<file path="src/hdl/core_defs.svh">
// shared widths, register count and opcode encodings for the hart and its wrapper
// include wherever a width or an opcode value is needed
`ifndef CORE_DEFS_SVH
`define CORE_DEFS_SVH

// datapath and byte address widths
`define CORE_XLEN 32
`define CORE_ALEN 16
// architectural register count
`define CORE_NREG 8
// wake-up delay is 2**(bits-1) cycles, 16 bits in silicon
`define CORE_WAKE_BITS 6

// opcode field, instruction bits 31..28
`define CORE_OP_ADDI 4'd0
`define CORE_OP_ADD 4'd1
`define CORE_OP_XOR 4'd2
`define CORE_OP_STORE 4'd3
`define CORE_OP_HART 4'd4
`define CORE_OP_IRQ 4'd5
`endif
</file>
<file path="src/hdl/core_pkg.sv">
// types shared by the hart stages and the wrapper
// memory port structs plus the decode and execute stage payloads
`include "core_defs.svh"

package core_pkg;

  // register index, 3 bits for eight registers
  typedef logic [$clog2(`CORE_NREG)-1:0] reg_addr_t;
  typedef logic [3:0] opcode_t;

  // one-cycle request pulse, we high for a store
  typedef struct packed {
    logic                  valid;
    logic                  we;
    logic [`CORE_ALEN-1:0] addr;
    logic [`CORE_XLEN-1:0] wdata;
  } mem_req_t;

  // one pulse per read
  typedef struct packed {
    logic                  valid;
    logic [`CORE_XLEN-1:0] rdata;
  } mem_resp_t;

  // decode stage output
  typedef struct packed {
    logic                  valid;
    opcode_t               op;
    reg_addr_t             rd;
    reg_addr_t             rs1;
    reg_addr_t             rs2;
    logic [`CORE_XLEN-1:0] imm;
    logic                  wb;
  } dec_instr_t;

  // execute stage output, addr only meaningful for a store
  typedef struct packed {
    logic                  valid;
    reg_addr_t             rd;
    logic                  wb;
    logic                  store;
    logic [`CORE_XLEN-1:0] value;
    logic [`CORE_ALEN-1:0] addr;
  } exe_result_t;

endpackage

</file>
<file path="src/hdl/core_wrap.sv">
// top level around the hart, flat vectors outside and structs inside
// holds the hart in reset for a wake-up count, then syncs reset, irq and debug
`timescale 1ns/1ps
`include "core_defs.svh"

module core_wrap
  import core_pkg::*;
(
  input  logic                          clk_i,
  input  logic                          reset_l,
  // static after reset
  input  logic [`CORE_ALEN-1:0]         boot_addr_i,
  input  logic [`CORE_XLEN-1:0]         hart_id_i,
  // asynchronous levels
  input  logic [1:0]                    irq_i,
  input  logic                          debug_req_i,
  output logic                          core_rst_l_o,
  // memory side
  output logic [$bits(mem_req_t)-1:0]   mem_req_o,
  input  logic [$bits(mem_resp_t)-1:0]  mem_resp_i
);

  mem_req_t  mem_req;
  mem_resp_t mem_resp;

  // struct to vector and back
  assign mem_req_o = mem_req;
  assign mem_resp  = mem_resp_i;

  ////////////////////////////////////////////////////////////
  // wake-up counter
  ////////////////////////////////////////////////////////////

  // lets the outside memories finish initialising
  logic [`CORE_WAKE_BITS-1:0] wake_cnt_q;
  logic [`CORE_WAKE_BITS-1:0] wake_cnt_d;
  logic                       rst_gate_l;

  // count until the top bit sets, then hold
  assign wake_cnt_d = wake_cnt_q[`CORE_WAKE_BITS-1] ? wake_cnt_q : wake_cnt_q + 1'b1;

  always_ff @(posedge clk_i or negedge reset_l) begin
    if (!reset_l) begin
      wake_cnt_q <= '0;
    end else begin
      wake_cnt_q <= wake_cnt_d;
    end
  end

  assign rst_gate_l = wake_cnt_q[`CORE_WAKE_BITS-1] & reset_l;

  ////////////////////////////////////////////////////////////
  // synchronizers
  ////////////////////////////////////////////////////////////

  logic [1:0] irq;
  logic       debug_req;

  // assert is async through reset_l, release comes two edges later
  cdc_sync #(.T(logic)) u_rst_sync (
    .clk_i   ( clk_i        ),
    .reset_l ( reset_l      ),
    .data_i  ( rst_gate_l   ),
    .data_o  ( core_rst_l_o )
  );

  cdc_sync #(.T(logic [1:0])) u_irq_sync (
    .clk_i   ( clk_i   ),
    .reset_l ( reset_l ),
    .data_i  ( irq_i   ),
    .data_o  ( irq     )
  );

  cdc_sync #(.T(logic)) u_debug_sync (
    .clk_i   ( clk_i       ),
    .reset_l ( reset_l     ),
    .data_i  ( debug_req_i ),
    .data_o  ( debug_req   )
  );

  core_hart u_hart (
    .clk_i       ( clk_i        ),
    .reset_l     ( core_rst_l_o ),
    .boot_addr_i ( boot_addr_i  ),
    .hart_id_i   ( hart_id_i    ),
    .irq_i       ( irq          ),
    .debug_req_i ( debug_req    ),
    .mem_req_o   ( mem_req      ),
    .mem_resp_i  ( mem_resp     )
  );

endmodule

</file>
<file path="src/hdl/core_hart.sv">
// single-issue hart, decode feeds execute feeds result
// result owns the register file and the memory request port
`timescale 1ns/1ps
`include "core_defs.svh"

module core_hart
  import core_pkg::*;
(
  input  logic                  clk_i,
  input  logic                  reset_l,
  input  logic [`CORE_ALEN-1:0] boot_addr_i,
  input  logic [`CORE_XLEN-1:0] hart_id_i,
  input  logic [1:0]            irq_i,
  input  logic                  debug_req_i,
  output mem_req_t              mem_req_o,
  input  mem_resp_t             mem_resp_i
);

  dec_instr_t            dec;
  exe_result_t           res;
  reg_addr_t             rs1_addr;
  reg_addr_t             rs2_addr;
  logic [`CORE_XLEN-1:0] rs1_data;
  logic [`CORE_XLEN-1:0] rs2_data;

  core_decode u_decode (
    .clk_i      ( clk_i      ),
    .reset_l    ( reset_l    ),
    .mem_resp_i ( mem_resp_i ),
    .dec_o      ( dec        )
  );

  core_execute u_execute (
    .clk_i       ( clk_i       ),
    .reset_l     ( reset_l     ),
    .dec_i       ( dec         ),
    .rs1_data_i  ( rs1_data    ),
    .rs2_data_i  ( rs2_data    ),
    .rs1_addr_o  ( rs1_addr    ),
    .rs2_addr_o  ( rs2_addr    ),
    .hart_id_i   ( hart_id_i   ),
    .irq_i       ( irq_i       ),
    .debug_req_i ( debug_req_i ),
    .res_o       ( res         )
  );

  core_result u_result (
    .clk_i       ( clk_i       ),
    .reset_l     ( reset_l     ),
    .boot_addr_i ( boot_addr_i ),
    .res_i       ( res         ),
    .rs1_addr_i  ( rs1_addr    ),
    .rs2_addr_i  ( rs2_addr    ),
    .rs1_data_o  ( rs1_data    ),
    .rs2_data_o  ( rs2_data    ),
    .mem_req_o   ( mem_req_o   )
  );

endmodule

</file>
<file path="src/hdl/core_result.sv">
// result stage, owns the register file and pc and drives the memory request port
// retires each result, issues its store, then the fetch of the next instruction
`timescale 1ns/1ps
`include "core_defs.svh"

module core_result
  import core_pkg::*;
(
  input  logic                  clk_i,
  input  logic                  reset_l,
  input  logic [`CORE_ALEN-1:0] boot_addr_i,
  input  exe_result_t           res_i,
  input  reg_addr_t             rs1_addr_i,
  input  reg_addr_t             rs2_addr_i,
  output logic [`CORE_XLEN-1:0] rs1_data_o,
  output logic [`CORE_XLEN-1:0] rs2_data_o,
  output mem_req_t              mem_req_o
);

  localparam logic [`CORE_ALEN-1:0] FETCH_STEP = 4;

  logic [`CORE_XLEN-1:0] regs_q [`CORE_NREG];
  logic [`CORE_ALEN-1:0] pc_q;
  logic [`CORE_ALEN-1:0] pc_d;
  // boot fetch still owed, and fetch deferred behind a store
  logic                  boot_q;
  logic                  fetch_pend_q;
  mem_req_t              req_d;
  mem_req_t              req_q;
  logic                  req_valid_q;

  assign rs1_data_o = regs_q[rs1_addr_i];
  assign rs2_data_o = regs_q[rs2_addr_i];

  ////////////////////////////////////////////////////////////
  // request select
  ////////////////////////////////////////////////////////////

  always_comb begin
    req_d = '0;
    pc_d  = pc_q;
    if (boot_q) begin
      req_d.valid = 1'b1;
      req_d.addr  = boot_addr_i;
      pc_d        = boot_addr_i;
    end else if (res_i.valid && res_i.store) begin
      req_d.valid = 1'b1;
      req_d.we    = 1'b1;
      req_d.addr  = res_i.addr;
      req_d.wdata = res_i.value;
    end else if (res_i.valid || fetch_pend_q) begin
      // next sequential fetch
      req_d.valid = 1'b1;
      req_d.addr  = pc_q + FETCH_STEP;
      pc_d        = pc_q + FETCH_STEP;
    end
  end

  always_ff @(posedge clk_i or negedge reset_l) begin
    if (!reset_l) begin
      boot_q       <= 1'b1;
      fetch_pend_q <= 1'b0;
      pc_q         <= '0;
      req_valid_q  <= 1'b0;
      for (int i = 0; i < `CORE_NREG; i++) begin
        regs_q[i] <= '0;
      end
    end else begin
      boot_q       <= 1'b0;
      fetch_pend_q <= res_i.valid & res_i.store;
      pc_q         <= pc_d;
      req_valid_q  <= req_d.valid;
      // write back
      if (res_i.valid && res_i.wb) begin
        regs_q[res_i.rd] <= res_i.value;
      end
    end
  end

  always_ff @(posedge clk_i) begin
    if (req_d.valid) begin
      req_q <= req_d;
    end
  end

  always_comb begin
    mem_req_o       = req_q;
    mem_req_o.valid = req_valid_q;
  end

  // a read is always followed by a quiet cycle, the response takes at least one
  a_read_gap: assert property (@(posedge clk_i) disable iff (!reset_l)
    (mem_req_o.valid && !mem_req_o.we) |=> !mem_req_o.valid);

endmodule

</file>
<file path="src/hdl/core_execute.sv">
// execute stage, reads operands and computes the result of each instruction
// result is registered and valid one cycle after the decoded instruction
`timescale 1ns/1ps
`include "core_defs.svh"

module core_execute
  import core_pkg::*;
(
  input  logic                  clk_i,
  input  logic                  reset_l,
  input  dec_instr_t            dec_i,
  input  logic [`CORE_XLEN-1:0] rs1_data_i,
  input  logic [`CORE_XLEN-1:0] rs2_data_i,
  output reg_addr_t             rs1_addr_o,
  output reg_addr_t             rs2_addr_o,
  input  logic [`CORE_XLEN-1:0] hart_id_i,
  input  logic [1:0]            irq_i,
  input  logic                  debug_req_i,
  output exe_result_t           res_o
);

  exe_result_t res_d;
  exe_result_t res_q;
  logic        res_valid_q;

  // register file read is combinational
  assign rs1_addr_o = dec_i.rs1;
  assign rs2_addr_o = dec_i.rs2;

  ////////////////////////////////////////////////////////////
  // alu
  ////////////////////////////////////////////////////////////

  always_comb begin
    res_d       = '0;
    res_d.valid = dec_i.valid;
    res_d.rd    = dec_i.rd;
    res_d.wb    = dec_i.wb;
    res_d.store = (dec_i.op == `CORE_OP_STORE);
    // store target is the low half of the immediate
    res_d.addr  = dec_i.imm[`CORE_ALEN-1:0];
    case (dec_i.op)
      `CORE_OP_ADDI:  res_d.value = rs1_data_i + dec_i.imm;
      `CORE_OP_ADD:   res_d.value = rs1_data_i + rs2_data_i;
      `CORE_OP_XOR:   res_d.value = rs1_data_i ^ rs2_data_i;
      `CORE_OP_STORE: res_d.value = rs2_data_i;
      `CORE_OP_HART:  res_d.value = hart_id_i;
      // debug in bit 2, irq pair below it
      `CORE_OP_IRQ:   res_d.value = {{(`CORE_XLEN-3){1'b0}}, debug_req_i, irq_i};
      default:        res_d.value = '0;
    endcase
  end

  always_ff @(posedge clk_i or negedge reset_l) begin
    if (!reset_l) begin
      res_valid_q <= 1'b0;
    end else begin
      res_valid_q <= dec_i.valid;
    end
  end

  always_ff @(posedge clk_i) begin
    if (dec_i.valid) begin
      res_q <= res_d;
    end
  end

  always_comb begin
    res_o       = res_q;
    res_o.valid = res_valid_q;
  end

  // blocking fetch keeps decode and execute from holding work together
  a_single_flight: assert property (@(posedge clk_i) disable iff (!reset_l)
    dec_i.valid |-> !res_o.valid);

endmodule

</file>
<file path="src/hdl/core_decode.sv">
// decode stage, registers each fetch response as a decoded instruction
// output is valid for one cycle, one cycle after the response
`timescale 1ns/1ps
`include "core_defs.svh"

module core_decode
  import core_pkg::*;
(
  input  logic       clk_i,
  input  logic       reset_l,
  input  mem_resp_t  mem_resp_i,
  output dec_instr_t dec_o
);

  logic [`CORE_XLEN-1:0] instr;
  dec_instr_t            dec_d;
  dec_instr_t            dec_q;
  logic                  dec_valid_q;

  assign instr = mem_resp_i.rdata;

  ////////////////////////////////////////////////////////////
  // field split
  ////////////////////////////////////////////////////////////

  always_comb begin
    dec_d       = '0;
    dec_d.valid = 1'b1;
    dec_d.op    = instr[31:28];
    dec_d.rd    = instr[26:24];
    dec_d.rs1   = instr[22:20];
    dec_d.rs2   = instr[18:16];
    // sign extend the 16-bit immediate
    dec_d.imm   = {{(`CORE_XLEN-16){instr[15]}}, instr[15:0]};
    // stores and unknown opcodes leave the register file alone
    case (dec_d.op)
      `CORE_OP_ADDI, `CORE_OP_ADD, `CORE_OP_XOR,
      `CORE_OP_HART, `CORE_OP_IRQ: dec_d.wb = 1'b1;
      default: dec_d.wb = 1'b0;
    endcase
  end

  // valid bit
  always_ff @(posedge clk_i or negedge reset_l) begin
    if (!reset_l) begin
      dec_valid_q <= 1'b0;
    end else begin
      dec_valid_q <= mem_resp_i.valid;
    end
  end

  // payload only loads on a response
  always_ff @(posedge clk_i) begin
    if (mem_resp_i.valid) begin
      dec_q <= dec_d;
    end
  end

  always_comb begin
    dec_o       = dec_q;
    dec_o.valid = dec_valid_q;
  end

  // one instruction in flight, so responses are never back to back
  a_resp_gap: assert property (@(posedge clk_i) disable iff (!reset_l)
    mem_resp_i.valid |=> !mem_resp_i.valid);

endmodule

</file>
<file path="src/hdl/cdc_sync.sv">
// two-flop synchronizer for asynchronous levels entering the clk_i domain
// payload type is a parameter, so one module covers single bits and small vectors
`timescale 1ns/1ps

module cdc_sync #(
  parameter type T = logic
) (
  input  logic clk_i,
  input  logic reset_l,
  input  T     data_i,
  output T     data_o
);

  // first stage may go metastable, second stage is the clean copy
  T meta_q;
  T sync_q;

  always_ff @(posedge clk_i or negedge reset_l) begin
    if (!reset_l) begin
      meta_q <= '0;
      sync_q <= '0;
    end else begin
      meta_q <= data_i;
      sync_q <= meta_q;
    end
  end

  assign data_o = sync_q;

endmodule

</file>
<file path="config.mk">
export PLATFORM = sky130hd
export DESIGN_NAME = core_wrap
export DESIGN_NICKNAME = d
export VERILOG_FILES = /design/src/hdl/core_pkg.sv /design/src/hdl/core_wrap.sv /design/src/hdl/core_hart.sv /design/src/hdl/core_result.sv /design/src/hdl/core_execute.sv /design/src/hdl/core_decode.sv /design/src/hdl/cdc_sync.sv
export VERILOG_INCLUDE_DIRS = /design/src /design/src/hdl
export SDC_FILE = /design/constraint.sdc
export NUM_CORES = 1
export LEC_CHECK = 0
export BUFFER_PORTS_ARGS = -buffer_cell sky130_fd_sc_hd__clkbuf_2
export CAP_MARGIN = 40
export CORE_MARGIN = 5
export CORE_UTILIZATION = 55
export DETAILED_ROUTE_END_ITERATION = 6
export GPL_TIMING_DRIVEN = 0
export HOLD_SLACK_MARGIN = 0.08
export PLACE_DENSITY = 0.76
export REMOVE_ABC_BUFFERS = 1
export SYNTH_ARGS = -nofsm -noshare
export SYNTH_HDL_FRONTEND = slang
export SYNTH_SLANG_ARGS = --single-unit
</file>
<file path="constraint.sdc">
create_clock -name clk_i -period 8.94 [get_ports clk_i]
set_input_delay 1.788 -clock clk_i [delete_from_list [all_inputs] [get_ports clk_i]]
set_output_delay 1.788 -clock clk_i [all_outputs]
set_load 0.01 [all_outputs]
</file>
### After elaboration in Yosys (flattened, before gate mapping)

Index checks and enable logic that the tools add are counted.

* memory bits (writable): 0
* latch bits: 0
* output and inout bits: 51
* logic and storage cells: 93
* memories: 0
* memory bits (read-only): 0
* bits of input ports: 86
* bits in registers: 423

* shift operators: 0
* $mul: 0
* bitwise logic cells: 7
* mux-type cells: 22
* divide/modulo/power cells: 0
* $lt $le $gt $ge: 4
* reductions and logical operators: 10
* $add $sub $neg: 4
* equal/unequal tests: 10

Operators with widths (count)
* 256-bit bitwise mux: 1
* 32-bit binary-select mux with 3-bit select: 2
* 32-bit one-hot mux with 6 select lines: 1
* 32-bit 2-to-1 mux: 5
* 32-bit demux with 3-bit select: 1
* 16-bit 2-to-1 mux: 6
* 32-bit adder: 2
* 32-bit bitwise XOR: 1
* 16-bit by 3-bit adder with 16-bit output (second input constant): 1
* 4-bit by 3-bit equality test with 1-bit output (second input constant): 4
* 4-bit by 2-bit equality test with 1-bit output (second input constant): 3
* 4-bit greater-or-equal comparator (second input constant): 3
* 3-bit NOT with 4-bit output: 3
* 4-bit by 1-bit equality test with 1-bit output (second input constant): 2
* 4-bit logical NOT: 2
* 6-bit by 1-bit adder with 6-bit output (second input constant): 1
* 6-bit 2-to-1 mux: 1
* 1-bit 2-to-1 mux: 5
* 5-bit OR reduction: 1
* 4-bit by 1-bit less-than comparator with 1-bit output (second input constant): 1
* 1-bit logical AND: 3
* 1-bit AND: 2
* 2-bit inequality test (second input constant): 1
* 2-bit AND reduction: 1
* other kinds (4): 4

### Logic depth before layout (Yosys ltp)

* depth in word-level cells: 6
* gate-level depth with buffers: 18
* gate-level depth less buffers: 14

### By module

Synthesis repeated with hierarchy kept, for this count alone.

* cell total of the unflattened synthesis: 1597
* area, all modules: 22761.8 µm²

Modules (own cells, without submodules)
* core_result: seq. area each 8354.3 µm², area each 16313.1 µm², cells an instance 1026, instances 1
* core_execute: seq. area each 1616.6 µm², area each 4928.5 µm², cells an instance 495, instances 1
* core_decode: seq. area each 925.9 µm², area each 1064.8 µm², cells an instance 50, instances 1
* core_wrap: seq. area each 150.1 µm², area each 255.2 µm², cells an instance 18, instances 1
* cdc_sync at u_debug_sync ...: seq. area each 50.0 µm², area each 50.0 µm², cells an instance 2, instances 2
* cdc_sync at u_irq_sync: seq. area each 100.1 µm², area each 100.1 µm², cells an instance 4, instances 1

### Least setup slack after synthesis

No wires, ideal clock.

* path type: register to output
* start point: reg u_rst_sync.sync_q (netlist: u_rst_sync.data_o)
* end point: out core_rst_l_o
* data required time: 7.152 ns
* arrival time: 6.337 ns
* buffers on the path: 0
* cell stages (with the launch flop): 1
* setup slack: 0.815 ns
* path through: dfrtp_1

RTL lines
* from (decl): RTL line cdc_sync.sv:16 `T sync_q;`
* from (signal assigned): RTL line cdc_sync.sv:24 `sync_q <= meta_q;`
* to (decl): RTL line core_wrap.sv:17 `output logic core_rst_l_o,`

No word-level cell between the ends.

### Worst setup path after layout

* start point: reg u_hart.u_decode.dec_q (netlist bit u_hart.u_decode.dec_o[42])
* end point: reg u_hart.u_execute.res_q (netlist bit u_hart.u_execute.res_o[44]), data pin

* longest elaborated chain between the ends: 2
* elaborated cells on any way between the ends: 7
* those cells by class: eq/ne: 5; mux: 1; reduce/logical: 1

Ends and longest elaborated chain
* from (decl): RTL line core_decode.sv:17 `dec_instr_t dec_q;`
* from (signal assigned): RTL line core_decode.sv:55 `dec_q <= dec_d;`
* 4-bit by 3-bit equality test with 1-bit output (tied with other cells): RTL line core_execute.sv:42 `case (dec_i.op)`
* 32-bit one-hot mux with 6 select lines *: RTL line core_execute.sv:42
* to (signal assigned): RTL line core_execute.sv:64 `res_q <= res_d;`
* to (decl): RTL line core_execute.sv:23 `exe_result_t res_q;`

Mark *: on every way between the ends. The rest lies on a longest branch, timed or not.
A chain may end at the register's enable or synchronous reset.

==> results.ini <==
[worst_setup_path]
endpoint = u_hart.u_execute.res_o[44]$_SDFFCE_PN0P_
r2r-start = u_hart.u_decode.dec_o[42]$_DFFE_PP_
cp_num_buf_inv = 4
endpoint_kind = register
critPathArrivalTime_ns = 5.91
crit_cells = 16
crit_chain = buf_16 -> clkinv_1 -> buf_16 -> nor2_4 -> nor2_1 -> a21oi_1 -> ha_1 -> inv_1 -> fa_1 -> nand2b_1 -> a21oi_1 -> o211ai_2 -> a211oi_1 -> o21ai_1 -> or4_1 -> nand3_1
worstPathMaxFanout = 24
worstReg2RegEnd = u_hart.u_execute.res_o[44]$_SDFFCE_PN0P_
slowest_stage = nor2_4
critical-path-top-delay-family = compound AO/OA/AOI/OAI gates
r2r_cells = 16
setup.worst_path.start = u_hart.u_decode.dec_o[42]$_DFFE_PP_
critPathMaxStageDelay_ns = 0.57
start_kind = register
worstSetupPathType = reg2reg
crit_required_ns = 9.36
rrSetupSlack_ns = 3.46

[synthesis]
synth_area_um2 = 22100
ys_ff_latch = 423
seq_area_frac_synth_pct = 51.0
syn_inst = 1593
ys_async_sr_fraction_pct = 68.8
yosys_most_used_dff = dfrtp_1
yosysUniqueCellTypes = 64
yosysWarnings = 0
synth_edf_count = 132
avgSynthCellArea_um2 = 13.9

[timing]
min_period_over_period_pct = 61.3
hold_viol_final = 0
post-route-min-period_ns = 5.48
holdWs_ns = 0.341
relSlewSlack_pct = 37.6
tns_ns = 0
final_max_slew_viol_count = 0
fin_worst_skew_ns = 0.0179
rsz0062_at_grt = false
worstMarginPinSlew_ns = 0.936
fmax_mhz = 182
setup_viol = 0

[floorplanning]
core_region_area_um2 = 39700
dieHeight_um = 210
die_x_um = 210
io_pins = 137
row_count = 73
dieArea_um2 = 44200
start_util_pct = 55.6

[global_route]
antenna_found_initial = 4
grt_pass1_vias = 15878
grtUsageMet1_pct = 36.2
met3_usage_pct = 4.75
grt_use_total_pct = 26.7
grt_max_degree = 69
grt_pass1_wl_mm = 92.5
globalRoute.totalOverflow = 0
grt_util_met2_pct = 43.4
top_usage_layer = met2

[placement]
dpl.cell_count = 2202
dp_hpwl_mm = 40.4
place_congestion = 0.893
port_buffers = 133
place_area_um2 = 24200

[clock_network]
h-tree-depth = 2
clkTransAtPathRegs_ns = 0.06
cts_tree = built
cts_made_buffers = 44
cts_root_buffer = clkbuf_16
cts.sinks = 423
cts.path.max_buffers = 3
ctsResizeCount = 0
post_cts_buffers = 0
ctsHoldBuffers = 0
insertion_delay_ns = 0.57

[status]
status = finished clean

[cells_and_area]
drive_gt1_share_pct = 39.3
instances_no_fill = 2287
layout_common_cells = dfrtp_1 (288), mux2_2 (283), clkbuf_2 (133)
final_common_cell = dfrtp_1
stdcell_area_um2 = 25700
fin_nets = 1843
area_growth_pct = 16.3

[routing]
routed_wl_mm = 59.1
viasPerCell = 6.52
drtAntennaViolNets = 0
remaining_drc_errors = 0
drtPass1Iterations = 7
drt_iter0_drc = 1432
wl_per_cell_um = 25.8
vias = 14907

[power_and_ir_drop]
p_leak_nw = 11.0
p_per_area_nw_per_um2 = 276
max-vdd-ir-drop_mv = 0.149
total_power_mw = 7.09

[run]
timing.max_cap.violations = 0

[worst_hold_path]
hold_path_class = reg2async

power breakdown:
group          internal [mW]  leakage (nW)  switching (mW)
combinational           1.25          5.26            1.04
sequential              2.54          5.05           0.436
clock                   1.05         0.692           0.781
total                   4.83          11.0            2.25
cell usage after synthesis (all sizes together) (2+ instances only):
cell | count | share of area [%]
a211oi | 3 | 0.10
a21o | 29 | 0.99
a21oi | 72 | 1.6
a221oi | 4 | 0.16
a222oi | 2 | 0.091
a22oi | 5 | 0.17
a31o | 2 | 0.079
a31oi | 6 | 0.17
a32oi | 7 | 0.28
and2 | 6 | 0.17
and3 | 42 | 1.2
and4 | 2 | 0.079
buf | 39 | 1.0
clkbuf | 66 | 1.1
dfrtp | 290 | 33
edfxtp | 132 | 18
ha | 33 | 1.9
inv | 19 | 0.32
mux2 | 285 | 15
mux2i | 42 | 1.9
mux4 | 128 | 13
nand2 | 89 | 1.5
nand2b | 7 | 0.20
nand3 | 26 | 0.59
nand3b | 4 | 0.14
nand4 | 8 | 0.23
nor2 | 46 | 0.78
nor2b | 2 | 0.057
nor3 | 7 | 0.16
nor3b | 2 | 0.068
o211ai | 9 | 0.33
o21a | 3 | 0.10
o21ai | 50 | 1.1
o221ai | 17 | 0.67
o22ai | 5 | 0.14
o31ai | 5 | 0.17
o41ai | 2 | 0.11
or3 | 19 | 0.55
or4 | 2 | 0.068
xnor2 | 34 | 1.3
xor2 | 29 | 1.2
final cells by class:
cell class,instances,area (um2)
Multi-Input combinational cell,1045,10300
Sequential cell,423,11300
Clock buffer,61,1260
Antenna cell,4,10.0
Fill cell,2736,14100
Clock inverter,20,165
Timing Repair Buffer,189,1910
Inverter,20,75.1
Tap cell,525,657
how the worst min path moves through the flow:
stage	start	end	slack, ns	cells past startpoint
after floorplan	u_debug_sync.meta_q$_DFF_PN0_	u_debug_sync.data_o$_DFF_PN0_	0.33	0
after global placement	u_irq_sync.meta_q[1]$_DFF_PN0_	u_irq_sync.data_o[1]$_DFF_PN0_	0.33	0
after detailed placement	u_debug_sync.meta_q$_DFF_PN0_	u_debug_sync.data_o$_DFF_PN0_	0.34	0
after CTS	u_rst_sync.data_o$_DFF_PN0_	u_hart.u_result.regs_q[97]$_DFFE_PN0P_	0.35	0
after global routing	u_irq_sync.meta_q[0]$_DFF_PN0_	u_irq_sync.data_o[0]$_DFF_PN0_	0.37	0
final	u_rst_sync.data_o$_DFF_PN0_	u_hart.u_decode.dec_valid_q$_DFF_PN0_	0.34	0
metrics by stage:
stage / util [%] / setup WS, ns
final: 64.6 / 3.46
after CTS: 64.6 / 3.57
after global placement: 57.7 / -2.52
after global routing: 64.6 / 3.30
after floorplan: - / 0.508
after detailed placement: 61.0 / 3.64
routing by layer:
metal  share of wire [%]  up-vias
li1                    -     6391
met1                  40     7701
met2                  49      659
met3                 7.0      156
met4                 3.9        0
met5                   0        -
registers in the layout, indices dropped and copies added, names as in the netlist:
signal,flops
u_hart.u_result.fetch_pend_q,1
u_irq_sync.data_o,2
u_debug_sync.meta_q,1
u_hart.u_decode.dec_o,30
u_rst_sync.meta_q,1
u_hart.u_result.regs_q,256
u_irq_sync.meta_q,2
u_rst_sync.data_o,1
u_hart.u_result.boot_q,1
wake_cnt_q,6
u_hart.u_execute.res_valid_q,1
u_hart.u_result.pc_q,16
u_hart.u_result.mem_req_o,49
u_hart.u_execute.res_o,53
u_hart.u_result.req_valid_q,1
u_debug_sync.data_o,1
u_hart.u_decode.dec_valid_q,1
cells by family (layout without fill, tap and decap cells):
family | Yosys count | in the layout | share of synthesized area (%)
AOI/OAI and AO/OA | 228 | 228 | 6.69
xor gates and xnor gates | 63 | 63 | 2.50
adders and majority gates | 34 | 34 | 1.96
buffers and inverters | 125 | 290 | 2.51
DFF | 423 | 423 | 51.0
muxes | 455 | 455 | 29.5
other | 1 | 5 | 0.0170
and+or+nand+nor | 264 | 264 | 5.86
Note: power is estimated with default switching activity, not from simulation.
